==> config.mk <==
export PLATFORM = sky130hd
export DESIGN_NAME = vector_unit
export DESIGN_NICKNAME = d
export VERILOG_FILES = /design/src/vec_pkg.sv /design/src/vec_csrs.sv /design/src/vec_regbank.sv /design/src/vec_alu.sv /design/src/vector_unit.sv
export SDC_FILE = /design/constraint.sdc
export NUM_CORES = 2
export LEC_CHECK = 0
export ABC_CLOCK_PERIOD_IN_PS = 4800
export BUFFER_PORTS_ARGS = -buffer_cell sky130_fd_sc_hd__buf_2
export CORE_AREA = 2 2 327 491
export DETAILED_ROUTE_END_ITERATION = 6
export DIE_AREA = 0 0 329 493
export PLACE_DENSITY = 0.57
export SLEW_MARGIN = 20
export SYNTH_ARGS = -nofsm -noshare
export SYNTH_HDL_FRONTEND = slang
export SYNTH_SLANG_ARGS = --single-unit
==> constraint.sdc <==
create_clock -name clk -period 4.8 [get_ports clk]
set_input_delay 0.48 -clock clk [delete_from_list [all_inputs] [get_ports clk]]
set_output_delay 0.48 -clock clk [all_outputs]
set_load 0.01 [all_outputs]
==> src/vec_pkg.sv <==
package vec_pkg;

    ////////////////////////////////////////
    // Geometry
    ////////////////////////////////////////

    localparam int VLEN  = 64;
    localparam int VLENB = VLEN / 8;
    // Wide enough to hold vl = VLEN (SEW 8, LMUL 8)
    localparam int VL_W  = 7;

    ////////////////////////////////////////
    // Enumerations
    ////////////////////////////////////////

    typedef enum logic [3:0] {
        VNOP     = 4'h0,
        VSETVLI  = 4'h1,
        VSETIVLI = 4'h2,
        VADD     = 4'h3,
        VSUB     = 4'h4,
        VAND     = 4'h5,
        VOR      = 4'h6,
        VXOR     = 4'h7,
        VMIN     = 4'h8,
        VMAX     = 4'h9,
        VSLL     = 4'hA,
        VSRL     = 4'hB,
        VMV_V    = 4'hC,
        VMV_S_X  = 4'hD,
        VMV_X_S  = 4'hE
    } vec_op_e;

    // funct3 categories
    typedef enum logic [2:0] {
        OPIVV = 3'b000,
        OPIVI = 3'b011,
        OPIVX = 3'b100,
        OPMVX = 3'b110
    } op_cat_e;

    typedef enum logic [2:0] {
        EW8  = 3'b000,
        EW16 = 3'b001,
        EW32 = 3'b010
    } vsew_e;

    typedef enum logic [2:0] {
        LMUL_1 = 3'b000,
        LMUL_2 = 3'b001,
        LMUL_4 = 3'b010,
        LMUL_8 = 3'b011
    } vlmul_e;

    typedef enum logic [1:0] {
        V_IDLE  = 2'b00,
        V_EXEC  = 2'b01,
        V_DRAIN = 2'b10
    } vec_state_e;

    ////////////////////////////////////////
    // Structures
    ////////////////////////////////////////

    // Same bit order as the vtype CSR
    typedef struct packed {
        logic        vill;
        logic [22:0] reserved;
        logic        vma;
        logic        vta;
        vsew_e       vsew;
        vlmul_e      vlmul;
    } vtype_t;

    typedef struct packed {
        logic [VLEN-1:0] first;
        logic [VLEN-1:0] second;
    } vec_operands_t;

    localparam vtype_t VTYPE_VILL = '{
        vill:     1'b1,
        reserved: 23'd0,
        vma:      1'b0,
        vta:      1'b0,
        vsew:     EW8,
        vlmul:    LMUL_1
    };

endpackage

==> src/vec_csrs.sv <==
module vec_csrs (
    input  logic                       clk,
    input  logic                       reset_n,
    input  vec_pkg::vec_op_e           vector_operation_i,
    input  logic [31:0]                avl_i,
    input  logic [10:0]                zimm_i,
    input  logic [4:0]                 rs1_i,
    input  logic [4:0]                 rd_i,
    output vec_pkg::vtype_t            vtype_o,
    output logic [vec_pkg::VL_W-1:0]   vl_o,
    output logic [vec_pkg::VL_W-1:0]   vl_next_o
);

    import vec_pkg::*;

    logic            is_vset;
    logic            bad_enc;
    logic            rsvd_set;
    vsew_e           new_sew;
    vlmul_e          new_lmul;
    logic [VL_W-1:0] vlmax;
    logic [31:0]     avl;
    vtype_t          vtype_next;

    assign is_vset  = vector_operation_i inside {VSETVLI, VSETIVLI};
    assign new_lmul = vlmul_e'(zimm_i[2:0]);
    assign new_sew  = vsew_e'(zimm_i[5:3]);

    // vsetivli carries only a 10-bit zimm
    assign rsvd_set = (vector_operation_i == VSETIVLI) ? (zimm_i[9:8] != 2'b00)
                                                       : (zimm_i[10:8] != 3'b000);

    assign bad_enc = rsvd_set
                  || !(new_sew inside {EW8, EW16, EW32})
                  || !(new_lmul inside {LMUL_1, LMUL_2, LMUL_4, LMUL_8});

    // VLEN * LMUL / SEW
    assign vlmax = (VL_W'(VLENB) << new_lmul[1:0]) >> new_sew[1:0];

    assign avl = (vector_operation_i == VSETIVLI) ? {27'd0, rs1_i} : avl_i;

    always_comb begin
        if (bad_enc) begin
            vl_next_o = '0;
        end else if (vector_operation_i == VSETVLI && rs1_i == 5'd0 && rd_i != 5'd0) begin
            vl_next_o = vlmax;
        end else if (vector_operation_i == VSETVLI && rs1_i == 5'd0) begin
            vl_next_o = vl_o;
        end else if (avl < 32'(vlmax)) begin
            vl_next_o = VL_W'(avl);
        end else begin
            vl_next_o = vlmax;
        end
    end

    always_comb begin
        vtype_next = VTYPE_VILL;
        if (!bad_enc) begin
            vtype_next.vill  = 1'b0;
            vtype_next.vma   = zimm_i[7];
            vtype_next.vta   = zimm_i[6];
            vtype_next.vsew  = new_sew;
            vtype_next.vlmul = new_lmul;
        end
    end

    always_ff @(posedge clk or negedge reset_n) begin
        if (!reset_n) begin
            vl_o    <= '0;
            vtype_o <= VTYPE_VILL;
        end else if (is_vset) begin
            vl_o    <= vl_next_o;
            vtype_o <= vtype_next;
        end
    end

endmodule

==> src/vec_regbank.sv <==
module vec_regbank (
    input  logic                       clk,
    input  logic [4:0]                 vs1_addr_i,
    input  logic [4:0]                 vs2_addr_i,
    input  logic [4:0]                 vd_addr_i,
    input  logic [vec_pkg::VLENB-1:0]  wr_be_i,
    input  logic [vec_pkg::VLEN-1:0]   vd_data_i,
    output logic [vec_pkg::VLEN-1:0]   vs1_data_o,
    output logic [vec_pkg::VLEN-1:0]   vs2_data_o
);

    import vec_pkg::*;

    logic [VLEN-1:0] regs [32];

    // One enable per byte lane
    always_ff @(posedge clk) begin
        for (int b = 0; b < VLENB; b++) begin
            if (wr_be_i[b]) begin
                regs[vd_addr_i][b*8 +: 8] <= vd_data_i[b*8 +: 8];
            end
        end
    end

    assign vs1_data_o = regs[vs1_addr_i];
    assign vs2_data_o = regs[vs2_addr_i];

endmodule

==> src/vec_alu.sv <==
module vec_alu (
    input  logic                       clk,
    input  logic                       reset_n,
    input  vec_pkg::vec_operands_t     operands_i,
    input  vec_pkg::vec_op_e           operation_i,
    input  vec_pkg::vsew_e             vsew_i,
    output logic [vec_pkg::VLEN-1:0]   result_o
);

    import vec_pkg::*;

    logic [VLEN-1:0] result_next;

    // Lane arithmetic on operands widened to 32 bits
    function automatic logic [31:0] lane_op(
        input vec_op_e     op,
        input logic [31:0] a_s,
        input logic [31:0] a_z,
        input logic [31:0] b_s,
        input logic [4:0]  shamt
    );
        logic [31:0] r;
        case (op)
            VADD:             r = a_s + b_s;
            VSUB:             r = a_s - b_s;
            VAND:             r = a_s & b_s;
            VOR:              r = a_s | b_s;
            VXOR:             r = a_s ^ b_s;
            VMIN:             r = ($signed(a_s) < $signed(b_s)) ? a_s : b_s;
            VMAX:             r = ($signed(a_s) < $signed(b_s)) ? b_s : a_s;
            VSLL:             r = a_z << shamt;
            VSRL:             r = a_z >> shamt;
            VMV_V, VMV_S_X:   r = b_s;
            VMV_X_S:          r = a_s;
            default:          r = '0;
        endcase
        return r;
    endfunction

    ////////////////////////////////////////
    // One lane array per SEW
    ////////////////////////////////////////

    for (genvar w = 0; w < 3; w++) begin : g_sew
        logic [VLEN-1:0] res;

        for (genvar l = 0; l < VLEN / (8 << w); l++) begin : g_lane
            logic [(8<<w)-1:0] a;
            logic [(8<<w)-1:0] b;
            logic [4:0]        shamt;
            logic [31:0]       r;

            assign a = operands_i.first[l*(8<<w) +: (8<<w)];
            assign b = operands_i.second[l*(8<<w) +: (8<<w)];

            // Only log2(SEW) bits of the shift amount count
            assign shamt = 5'(b[$clog2(8<<w)-1:0]);

            assign r = lane_op(operation_i, 32'(signed'(a)), 32'(a),
                               32'(signed'(b)), shamt);

            assign res[l*(8<<w) +: (8<<w)] = r[(8<<w)-1:0];
        end
    end

    always_comb begin
        case (vsew_i)
            EW8:     result_next = g_sew[0].res;
            EW16:    result_next = g_sew[1].res;
            default: result_next = g_sew[2].res;
        endcase
    end

    always_ff @(posedge clk or negedge reset_n) begin
        if (!reset_n) begin
            result_o <= '0;
        end else begin
            result_o <= result_next;
        end
    end

endmodule

==> src/vector_unit.sv <==
module vector_unit (
    input  logic               clk,
    input  logic               reset_n,
    input  logic [31:0]        instruction_i,
    input  vec_pkg::vec_op_e   vector_operation_i,
    input  logic [31:0]        op1_scalar_i,
    // Reserved for vsetvl, not decoded here
    input  logic [31:0]        op2_scalar_i,
    output logic               hold_o,
    output vec_pkg::vtype_t    vtype_o,
    output logic [31:0]        res_scalar_o,
    output logic               wr_en_scalar_o
);

    import vec_pkg::*;

    logic [4:0]       rd;
    logic [4:0]       rs1;
    logic [4:0]       rs2;
    logic [2:0]       funct3;
    logic [10:0]      zimm;
    op_cat_e          op_cat;

    vtype_t           vtype;
    logic [VL_W-1:0]  vl;
    logic [VL_W-1:0]  vl_next;

    vec_state_e       state;
    vec_state_e       next_state;
    logic [2:0]       grp_cnt;
    logic [2:0]       grp_last;
    logic             drain_cnt;
    logic             is_vset;
    logic             is_single;
    logic             start;
    logic             is_xs_r;
    logic             xs_done;

    logic [4:0]       vs1_addr;
    logic [4:0]       vs2_addr;
    logic [VLEN-1:0]  vs1_data;
    logic [VLEN-1:0]  vs2_data;
    logic [VLEN-1:0]  scalar_rep;
    logic [VLEN-1:0]  imm_rep;
    vec_operands_t    operands;
    logic [VLEN-1:0]  alu_result;

    logic [VLENB-1:0] tail_be;
    logic [VLENB-1:0] be_s1;
    logic [VLENB-1:0] be_s2;
    logic [4:0]       wr_addr_s1;
    logic [4:0]       wr_addr_s2;
    logic [31:0]      elem0_sext;

    ////////////////////////////////////////
    // Decode
    ////////////////////////////////////////

    assign rd     = instruction_i[11:7];
    assign funct3 = instruction_i[14:12];
    assign rs1    = instruction_i[19:15];
    assign rs2    = instruction_i[24:20];
    assign zimm   = instruction_i[30:20];
    assign op_cat = op_cat_e'(funct3);

    assign is_vset   = vector_operation_i inside {VSETVLI, VSETIVLI};
    assign is_single = vector_operation_i inside {VMV_S_X, VMV_X_S};
    assign start     = (state == V_IDLE) && (vector_operation_i != VNOP) && !is_vset;

    vec_csrs i_vec_csrs (
        .clk                (clk),
        .reset_n            (reset_n),
        .vector_operation_i (vector_operation_i),
        .avl_i              (op1_scalar_i),
        .zimm_i             (zimm),
        .rs1_i              (rs1),
        .rd_i               (rd),
        .vtype_o            (vtype),
        .vl_o               (vl),
        .vl_next_o          (vl_next)
    );

    assign vtype_o = vtype;

    ////////////////////////////////////////
    // Group sequencer
    ////////////////////////////////////////

    always_comb begin
        if (is_single) begin
            grp_last = 3'd0;
        end else begin
            case (vtype.vlmul)
                LMUL_2:  grp_last = 3'd1;
                LMUL_4:  grp_last = 3'd3;
                LMUL_8:  grp_last = 3'd7;
                default: grp_last = 3'd0;
            endcase
        end
    end

    always_comb begin
        case (state)
            V_IDLE:  next_state = start ? V_EXEC : V_IDLE;
            V_EXEC:  next_state = (grp_cnt == grp_last) ? V_DRAIN : V_EXEC;
            V_DRAIN: next_state = drain_cnt ? V_IDLE : V_DRAIN;
            default: next_state = V_IDLE;
        endcase
    end

    // Low again in the last drain cycle
    assign hold_o = (next_state != V_IDLE);

    always_ff @(posedge clk or negedge reset_n) begin
        if (!reset_n) begin
            state     <= V_IDLE;
            grp_cnt   <= '0;
            drain_cnt <= 1'b0;
            is_xs_r   <= 1'b0;
        end else begin
            state <= next_state;
            case (state)
                V_IDLE: begin
                    grp_cnt   <= '0;
                    drain_cnt <= 1'b0;
                    if (start) begin
                        is_xs_r <= (vector_operation_i == VMV_X_S);
                    end
                end
                V_EXEC: begin
                    if (grp_cnt != grp_last) begin
                        grp_cnt <= grp_cnt + 3'd1;
                    end
                end
                V_DRAIN: drain_cnt <= drain_cnt + 1'b1;
                default: grp_cnt <= '0;
            endcase
        end
    end

    ////////////////////////////////////////
    // Register bank and write pipeline
    ////////////////////////////////////////

    assign vs1_addr = rs1 + 5'(grp_cnt);
    assign vs2_addr = rs2 + 5'(grp_cnt);

    // Byte enables for the register read this cycle
    always_comb begin
        logic [VL_W-1:0] elem_idx;
        tail_be = '0;
        for (int i = 0; i < VLENB; i++) begin
            elem_idx = VL_W'(grp_cnt) * (VL_W'(VLENB) >> vtype.vsew[1:0])
                     + (VL_W'(i) >> vtype.vsew[1:0]);
            if (vector_operation_i == VMV_S_X) begin
                tail_be[i] = (elem_idx == '0) && (vl != '0);
            end else if (vector_operation_i != VMV_X_S) begin
                tail_be[i] = (elem_idx < vl);
            end
        end
    end

    // Two stages to meet the ALU result
    always_ff @(posedge clk or negedge reset_n) begin
        if (!reset_n) begin
            be_s1 <= '0;
            be_s2 <= '0;
        end else begin
            be_s1 <= (state == V_EXEC) ? tail_be : '0;
            be_s2 <= be_s1;
        end
    end

    always_ff @(posedge clk) begin
        wr_addr_s1 <= rd + 5'(grp_cnt);
        wr_addr_s2 <= wr_addr_s1;
    end

    vec_regbank i_vec_regbank (
        .clk        (clk),
        .vs1_addr_i (vs1_addr),
        .vs2_addr_i (vs2_addr),
        .vd_addr_i  (wr_addr_s2),
        .wr_be_i    (be_s2),
        .vd_data_i  (alu_result),
        .vs1_data_o (vs1_data),
        .vs2_data_o (vs2_data)
    );

    ////////////////////////////////////////
    // Operands
    ////////////////////////////////////////

    always_comb begin
        case (vtype.vsew)
            EW8:     scalar_rep = {(VLENB){op1_scalar_i[7:0]}};
            EW16:    scalar_rep = {(VLENB/2){op1_scalar_i[15:0]}};
            default: scalar_rep = {(VLENB/4){op1_scalar_i}};
        endcase
    end

    // Shift amounts are unsigned, everything else sign-extends
    always_comb begin
        if (vector_operation_i inside {VSLL, VSRL}) begin
            case (vtype.vsew)
                EW8:     imm_rep = {(VLENB){3'd0, rs1}};
                EW16:    imm_rep = {(VLENB/2){11'd0, rs1}};
                default: imm_rep = {(VLENB/4){27'd0, rs1}};
            endcase
        end else begin
            case (vtype.vsew)
                EW8:     imm_rep = {(VLENB){{3{rs1[4]}}, rs1}};
                EW16:    imm_rep = {(VLENB/2){{11{rs1[4]}}, rs1}};
                default: imm_rep = {(VLENB/4){{27{rs1[4]}}, rs1}};
            endcase
        end
    end

    always_ff @(posedge clk) begin
        if (state == V_EXEC) begin
            operands.first <= vs2_data;
            case (op_cat)
                OPIVX, OPMVX: operands.second <= scalar_rep;
                OPIVI:        operands.second <= imm_rep;
                default:      operands.second <= vs1_data;
            endcase
        end
    end

    vec_alu i_vec_alu (
        .clk         (clk),
        .reset_n     (reset_n),
        .operands_i  (operands),
        .operation_i (vector_operation_i),
        .vsew_i      (vtype.vsew),
        .result_o    (alu_result)
    );

    ////////////////////////////////////////
    // Scalar result
    ////////////////////////////////////////

    always_comb begin
        case (vtype.vsew)
            EW8:     elem0_sext = {{24{alu_result[7]}}, alu_result[7:0]};
            EW16:    elem0_sext = {{16{alu_result[15]}}, alu_result[15:0]};
            default: elem0_sext = alu_result[31:0];
        endcase
    end

    // vmv.x.s result leaves the ALU in the last drain cycle
    assign xs_done = (state == V_DRAIN) && drain_cnt && is_xs_r;

    assign res_scalar_o   = is_vset ? 32'(vl_next) : elem0_sext;
    assign wr_en_scalar_o = is_vset || xs_done;

endmodule

Yosys cells after proc, flatten, opt, wreduce, memory -nomap -nowiden
Memories as Yosys holds them, arrays and structs flattened. A register that Yosys moved wholly into a read port is not among the register bits.
Cells that the tools add are included.
Word-level totals
  bits in registers: 177
  memory bits (writable): 2048
  word-level logic and storage cells: 345
  memories: 1
Memory list
  i_vec_regbank.regs: words 32, bits a word 64, rd ports 2, clocked after Yosys merged registers in 1, write ports 1, RTL line vec_regbank.sv:14  | logic [VLEN-1:0] regs [32];
Operators by class
  add/subtract/negate cells: 41
  multiply operators: 1
  $lt $le $gt $ge: 23
  eq/ne operators: 32
  shift operators: 39
  multiplexer cells: 100
  bitwise operators: 43
  reductions and logical operators: 49
Operators by type and width (count)
  case mux 16 bit (11 select lines): 4
  case mux 32 bit (11 select lines): 2
  case mux 8 bit (11 select lines): 8
  case mux 64 bit (2 select lines): 3
  2-to-1 mux 32 bit: 6
  2-to-1 mux 8 bit: 18
  2-to-1 mux 16 bit: 8
  case mux 61 bit (2 select lines): 1
  case mux 60 bit (2 select lines): 1
  adder 16 bit: 4
  adder 32 bit: 2
  adder 8 bit: 8
  bitwise AND 16 bit: 4
  bitwise AND 32 bit: 2
  bitwise AND 8 bit: 8
  less-than comparator 16 bit: 4
  less-than comparator 32 bit: 2
  less-than comparator 8 bit: 8
  2-to-1 mux 64 bit: 1
  bitwise OR 16 bit: 4
  bitwise OR 32 bit: 2
  bitwise OR 8 bit: 8
  case mux 32 bit (2 select lines): 1
  << shifter 16 x 4 -> 16 bit: 4
  other kinds (60): 215

Logic depth before layout (Yosys ltp)
  depth after elaboration: 8
  depth in mapped cells: 18
  depth with buffers taken out: 16

Modules after synthesis
A second synthesis with hierarchy kept.
Unflattened totals
  cells, all modules: 10183
  area total of the unflattened synthesis: 138272.6 sq um
Modules (own cells, without submodules)
  vec_regbank: times used 1, cells an instance 4347, area an instance 95688.0 sq um
  vec_alu: times used 1, cells an instance 4830, area an instance 31835.5 sq um
  vector_unit: times used 1, cells an instance 799, area an instance 9215.1 sq um
  vec_csrs: times used 1, cells an instance 207, area an instance 1534.0 sq um

Worst setup path after synthesis
Ideal clock, no wire load.
  kind: register to register
  start: register operands[9] (netlist name)
  end: register i_vec_alu.result_o[23] (netlist name)
  arrival: 4.065 ns
  path slack: 0.604 ns
  stages on the path, launching flop included: 17
  buffers on the path: 4
  period minus slack after synthesis: 4.196 ns
  path through: edfxtp_1 -> clkbuf_1 -> clkbuf_1 -> clkbuf_1 -> inv_1 -> ha_1 -> buf_2 -> inv_2 -> a21oi_1 -> o31ai_1 -> a22oi_1 -> a21oi_2 -> nor4_1 -> or3b_4 -> a22o_1 -> o41a_1 -> or3_1
On the way
  word-level cells in the longest chain between the ends: 4
RTL lines
  from (decl): RTL line vector_unit.sv:45  | vec_operands_t operands;
  less-than comparator 32 bit: RTL line vec_alu.sv:29, vec_alu.sv:30
  2-to-1 mux 32 bit, on equally long branches: RTL line vec_alu.sv:30, vec_alu.sv:29
  case mux 32 bit (11 select lines) (*): RTL line vec_alu.sv:23  | case (op)
  case mux 64 bit (2 select lines) (*): RTL line vec_alu.sv:67  | case (vsew_i)
  net i_vec_alu.result_next[23]: RTL line vec_alu.sv:12  | logic [VLEN-1:0] result_next;
  to (signal assigned): RTL line vec_alu.sv:78  | result_o <= result_next;
  to (decl): RTL line vec_alu.sv:7  | output logic [vec_pkg::VLEN-1:0] result_o
The timed path passes the listed nets; every way through them passes the cells marked *.
A chain may end at the register's enable or synchronous reset.

Worst setup path after layout
  start: register operands[9] (netlist name)
  end: register i_vec_alu.result_o[13] (netlist name)
On the way
  word-level cells in the longest chain between the ends: 4
RTL lines
  less-than comparator 32 bit (tied with other cells): RTL line vec_alu.sv:29, vec_alu.sv:30
  2-to-1 mux 32 bit (tied with other cells): RTL line vec_alu.sv:30  | VMAX: r = ($signed(a_s) < $signed(b_s)) ? b_s : a_s;
  case mux 32 bit (11 select lines) (tied with other cells): RTL line vec_alu.sv:23
  case mux 64 bit (2 select lines) (*): RTL line vec_alu.sv:67
  net i_vec_alu.result_next[13]: RTL line vec_alu.sv:12
Marks and branches as above.

==> results.cfg <==
[global_routing]
grt_usage_pct = 34.34
grt_pass1_vias = 51440
grt_pass1_wl_um = 391300
grt_max_degree = 97
gr-total-overflow = 0
grt_antenna_before_repair = 25

[floorplanning]
start_util_pct = 44.72
core_area_um2 = 157900
fp.dieArea_um2 = 162200
std_cell_rows = 179
chipHeight_um = 493
die_x_um = 329
ioPinCount = 168

[yosys]
synth_top_family_by_area = multiplexers
ys.flop_type = edfxtp_1
synth_adder_area_share_pct = 3.130
synthArstFlopShare_pct = 5.426
ys_warn_count = 0
synth-seq-cells = 1161
yosys.area_share.simple_pct = 7.493
avgSynthCellArea_um2 = 13.58
netlist_area_um2 = 70600
synth-xor-area-share_pct = 0.8294
yosys-mux-area-fraction_pct = 25.02
ys_seq_area_share_pct = 48.79
synth_cells = 5201
synth.distinct_cells = 96
synth_compound_area_share_pct = 11.26
synth_edf_count = 1088

[place]
dp_hpwl_um = 206600
port_buffers = 104
gp_congestion = 1.061
dp_slack_ns = 0.3980

[layout]
drive_above_1_share_pct = 26.75
areaGrowthSynthToFinish_pct = 11.47
fillCellCount = 13650
nets = 5565

[sta]
fin_crit_ns = 4.605
tns_ns = 0
setup_viol = 0
skew_ns = 0.04178
worstMarginPinSlew_ns = 1.243
fin_crit_sh_pct = 95.94
holdWs_ns = 0.06860
hold_violations = 0
fmaxAchievable_mhz = 217.2
setup_slack_ns = 0.1950
maxSlewHeadroom_pct = 17.10
rsz0062_at_grt = false
maxSlewViolCount = 0

[detailed_routing]
routedWlPerCell_um = 37.29
ant_nets = 0
drtPass1Iterations = 7
drt_iter0_drc = 5808
route.vias.total = 50960
drt-total-wl_um = 279000
vias_per_cell = 6.811
drc_errors = 4

[worst_setup_path]
crit_type = register to register
critPathRequiredTime_ns = 5.38
crit_path_start_kind = register
crit_arrival_ns = 5.18
cp_max_fo = 14
end_kind = register

[clock_network]
clkLatencyLatePin_ns = 0.75
cts_root_buf = clkbuf_16
ctsLongestPathBuffers = 3
cts_repair_resize_count = 0
cts_sinks = 1161
htreeDepth = 3
path_clk_slew_ns = 0.07
cts_tree = yes
cts_made_buffers = 106

[pwr]
powerDensity_nw_per_um2 = 482.0
pwr-share-comb_pct = 40.3
peakVddDrop_mv = 0.2926
p_sw_share_pct = 39.14
p_sw_mw = 14.85
p_leak_nw = 26.91
p_clk_share_pct = 23.7
p_int_mw = 23.09
finalPower_mw = 37.93
pwr-share-seq_pct = 35.9

[worst_hold_path]
worst_hold_path_type = primary input to register

[run_status]
violations = design-rule violations
status = finished, violations left

[job]
cap_viol_max_count = 0
==> power by group through the flow <==
stage / clock [mW] / combinational, mW / sequential (mW)
6_report: 9.01 / 15.3 / 13.6
2_1_floorplan: 0 / 8.82 / 13.7
3_5_place_dp: 0 / 14.8 / 13.8
5_1_grt: 9.45 / 16.0 / 13.7
3_3_place_gp: 0 / 14.7 / 13.8
4_1_cts: 9.10 / 14.9 / 13.6
==> state kept, by name, indices dropped and copies added, names as in the netlist <==
| signal | count |
|---|---|
| state | 2 |
| be_s1 | 4 |
| be_s2 | 4 |
| grp_cnt | 3 |
| i_vec_alu.result_o | 32 |
| wr_addr_s1 | 5 |
| i_vec_csrs.vtype_o | 9 |
| wr_addr_s2 | 5 |
| is_xs_r | 1 |
| operands | 64 |
| drain_cnt | 1 |
| i_vec_csrs.vl_o | 7 |
| i_vec_regbank.regs | 1024 |
==> critical path, stage by stage (launching register included) <==
cell and delay (ns):
edfxtp_1 0.45, inv_1 0.20, ha_1 0.41, inv_2 0.16
a21oi_1 0.11, o31ai_1 0.69, a22oi_1 0.47, a21oi_2 0.34
nor4_1 0.07, or3b_4 0.54, buf_4 0.26, a21oi_1 0.18
a31oi_1 0.09, or4_1 0.44
==> path summary, 6_finish.rpt <==
| path | end | slack [ns] | cells past startpoint | from |
|---|---|---|---|---|
| setup / recovery | i_vec_alu.result_o[13]$_DFF_PN0_ | 0.20 | 13 | operands[9]$_DFFE_PP_ |
| hold / removal | i_vec_csrs.vtype_o[1]$_DFFE_PN0N_ | 0.07 | 2 | instruction_i[21] |
| setup reg to reg | i_vec_alu.result_o[13]$_DFF_PN0_ | 0.20 | 13 | operands[9]$_DFFE_PP_ |
| hold reg to reg | wr_addr_s2[4]$_DFF_P_ | 0.34 | 0 | wr_addr_s1[4]$_DFF_P_ |
| max in group asynchronous | i_vec_alu.result_o[30]$_DFF_PN0_ | 3.48 | 3 | reset_n |
| min in group asynchronous | i_vec_csrs.vl_o[2]$_DFFE_PN0N_ | 0.31 | 2 | reset_n |
==> layout by cell type (no fill, tap or decap), types with 18 or more instances in the layout <==
cell	count
o221ai_1	34
ha_1	149
and2_1	149
buf_4	286
mux4_2	689
o22ai_1	39
buf_12	38
nand2_1	370
clkinv_1	21
o21ai_0	225
clkbuf_16	107
a211oi_1	44
o21bai_1	18
nor4_1	26
mux2_2	71
o211ai_1	47
a21oi_1	293
nand2b_1	34
a22o_1	24
nor2b_1	29
buf_2	103
a31oi_1	41
mux2i_1	135
conb_1	23
clkinv_2	18
o31ai_1	33
o21a_1	31
clkbuf_1	23
nor3_1	71
a221oi_1	64
inv_1	122
a21o_1	36
nor2_1	294
nand3_1	55
a221o_1	31
dfrtp_1	49
a22oi_1	47
xnor2_1	52
edfxtp_1	1088
==> cell type report <==
| cell class | instances | area, um2 | area share [%] |
|---|---|---|---|
| inverter | 136 | 511.7 | 0.6502 |
| clock inverter | 63 | 794.5 | 1.010 |
| tap | 2081 | 2604 | 3.308 |
| clock buffer | 133 | 2805 | 3.564 |
| multi-input combinational | 3459 | 33990 | 43.18 |
| sequential | 1161 | 34470 | 43.79 |
| antenna | 17 | 42.54 | 0.05405 |
| timing repair buffer | 432 | 3491 | 4.436 |
==> Yosys cell counts, types with 24 or more instances <==
master / n / area share [%]
a211oi_1: 44 / 0.47
a21o_1: 36 / 0.38
a21oi_1: 297 / 2.1
a221o_1: 31 / 0.44
a221oi_1: 64 / 0.79
a22o_1: 24 / 0.30
a22oi_1: 47 / 0.50
a31oi_1: 41 / 0.36
and2_1: 149 / 1.3
buf_1: 65 / 0.35
buf_2: 37 / 0.26
buf_4: 31 / 0.33
clkbuf_1: 331 / 1.8
dfrtp_1: 62 / 2.2
edfxtp_1: 1088 / 46
ha_1: 151 / 2.7
inv_1: 123 / 0.65
mux2_2: 71 / 1.1
mux2i_1: 135 / 1.9
mux4_2: 689 / 22
nand2_1: 370 / 2.0
nand2b_1: 34 / 0.30
nand3_1: 56 / 0.40
nor2_1: 302 / 1.6
nor2b_1: 29 / 0.26
nor3_1: 74 / 0.52
nor4_1: 26 / 0.23
o211ai_1: 47 / 0.50
o21a_1: 31 / 0.33
o21ai_0: 228 / 1.6
o221ai_1: 34 / 0.42
o22ai_1: 39 / 0.35
o31ai_1: 33 / 0.35
xnor2_1: 58 / 0.72
==> per-stage QoR <==
| stage | cells | util, % | cell area, um2 |
|---|---|---|---|
| 6_report | 7482 | 49.84 | 78700 |
| 3_3_place_gp | 7264 | 47.47 | 74960 |
| 4_1_cts | 7465 | 49.80 | 78630 |
| 5_1_grt | 7469 | 49.82 | 78670 |
| 3_5_place_dp | 7265 | 47.49 | 74990 |
| 2_1_floorplan | 5223 | - | 70690 |
==> cell families after synthesis <==
logic type | count (synthesis)
flops | 1161
other cells | 1
compound gates | 1181
buf+inv | 603
simple gates | 1127
mux | 895
fa+ha+maj | 167
xor+xnor | 66
==> timing repair <==
| item | in CTS | in global routing |
|---|---|---|
| hold buffers | 4 | 0 |
| buffers inserted | 0 | 0 |
| hold endpoints to repair | 41 | 0 |
| endpoints found under the setup margin | 0 | 0 |
==> routing by layer <==
| layer | vias to the layer above | global-route usage [%] | wire (um) |
|---|---|---|---|
| li1 | 21120 | - | - |
| met1 | 26380 | 39.48 | 97410 |
| met2 | 2590 | 57.96 | 138700 |
| met3 | 848 | 6.500 | 19260 |
| met4 | 22 | 23.52 | 23450 |
| met5 | - | 0 | 152 |
Power figures use the tool's default switching activity.
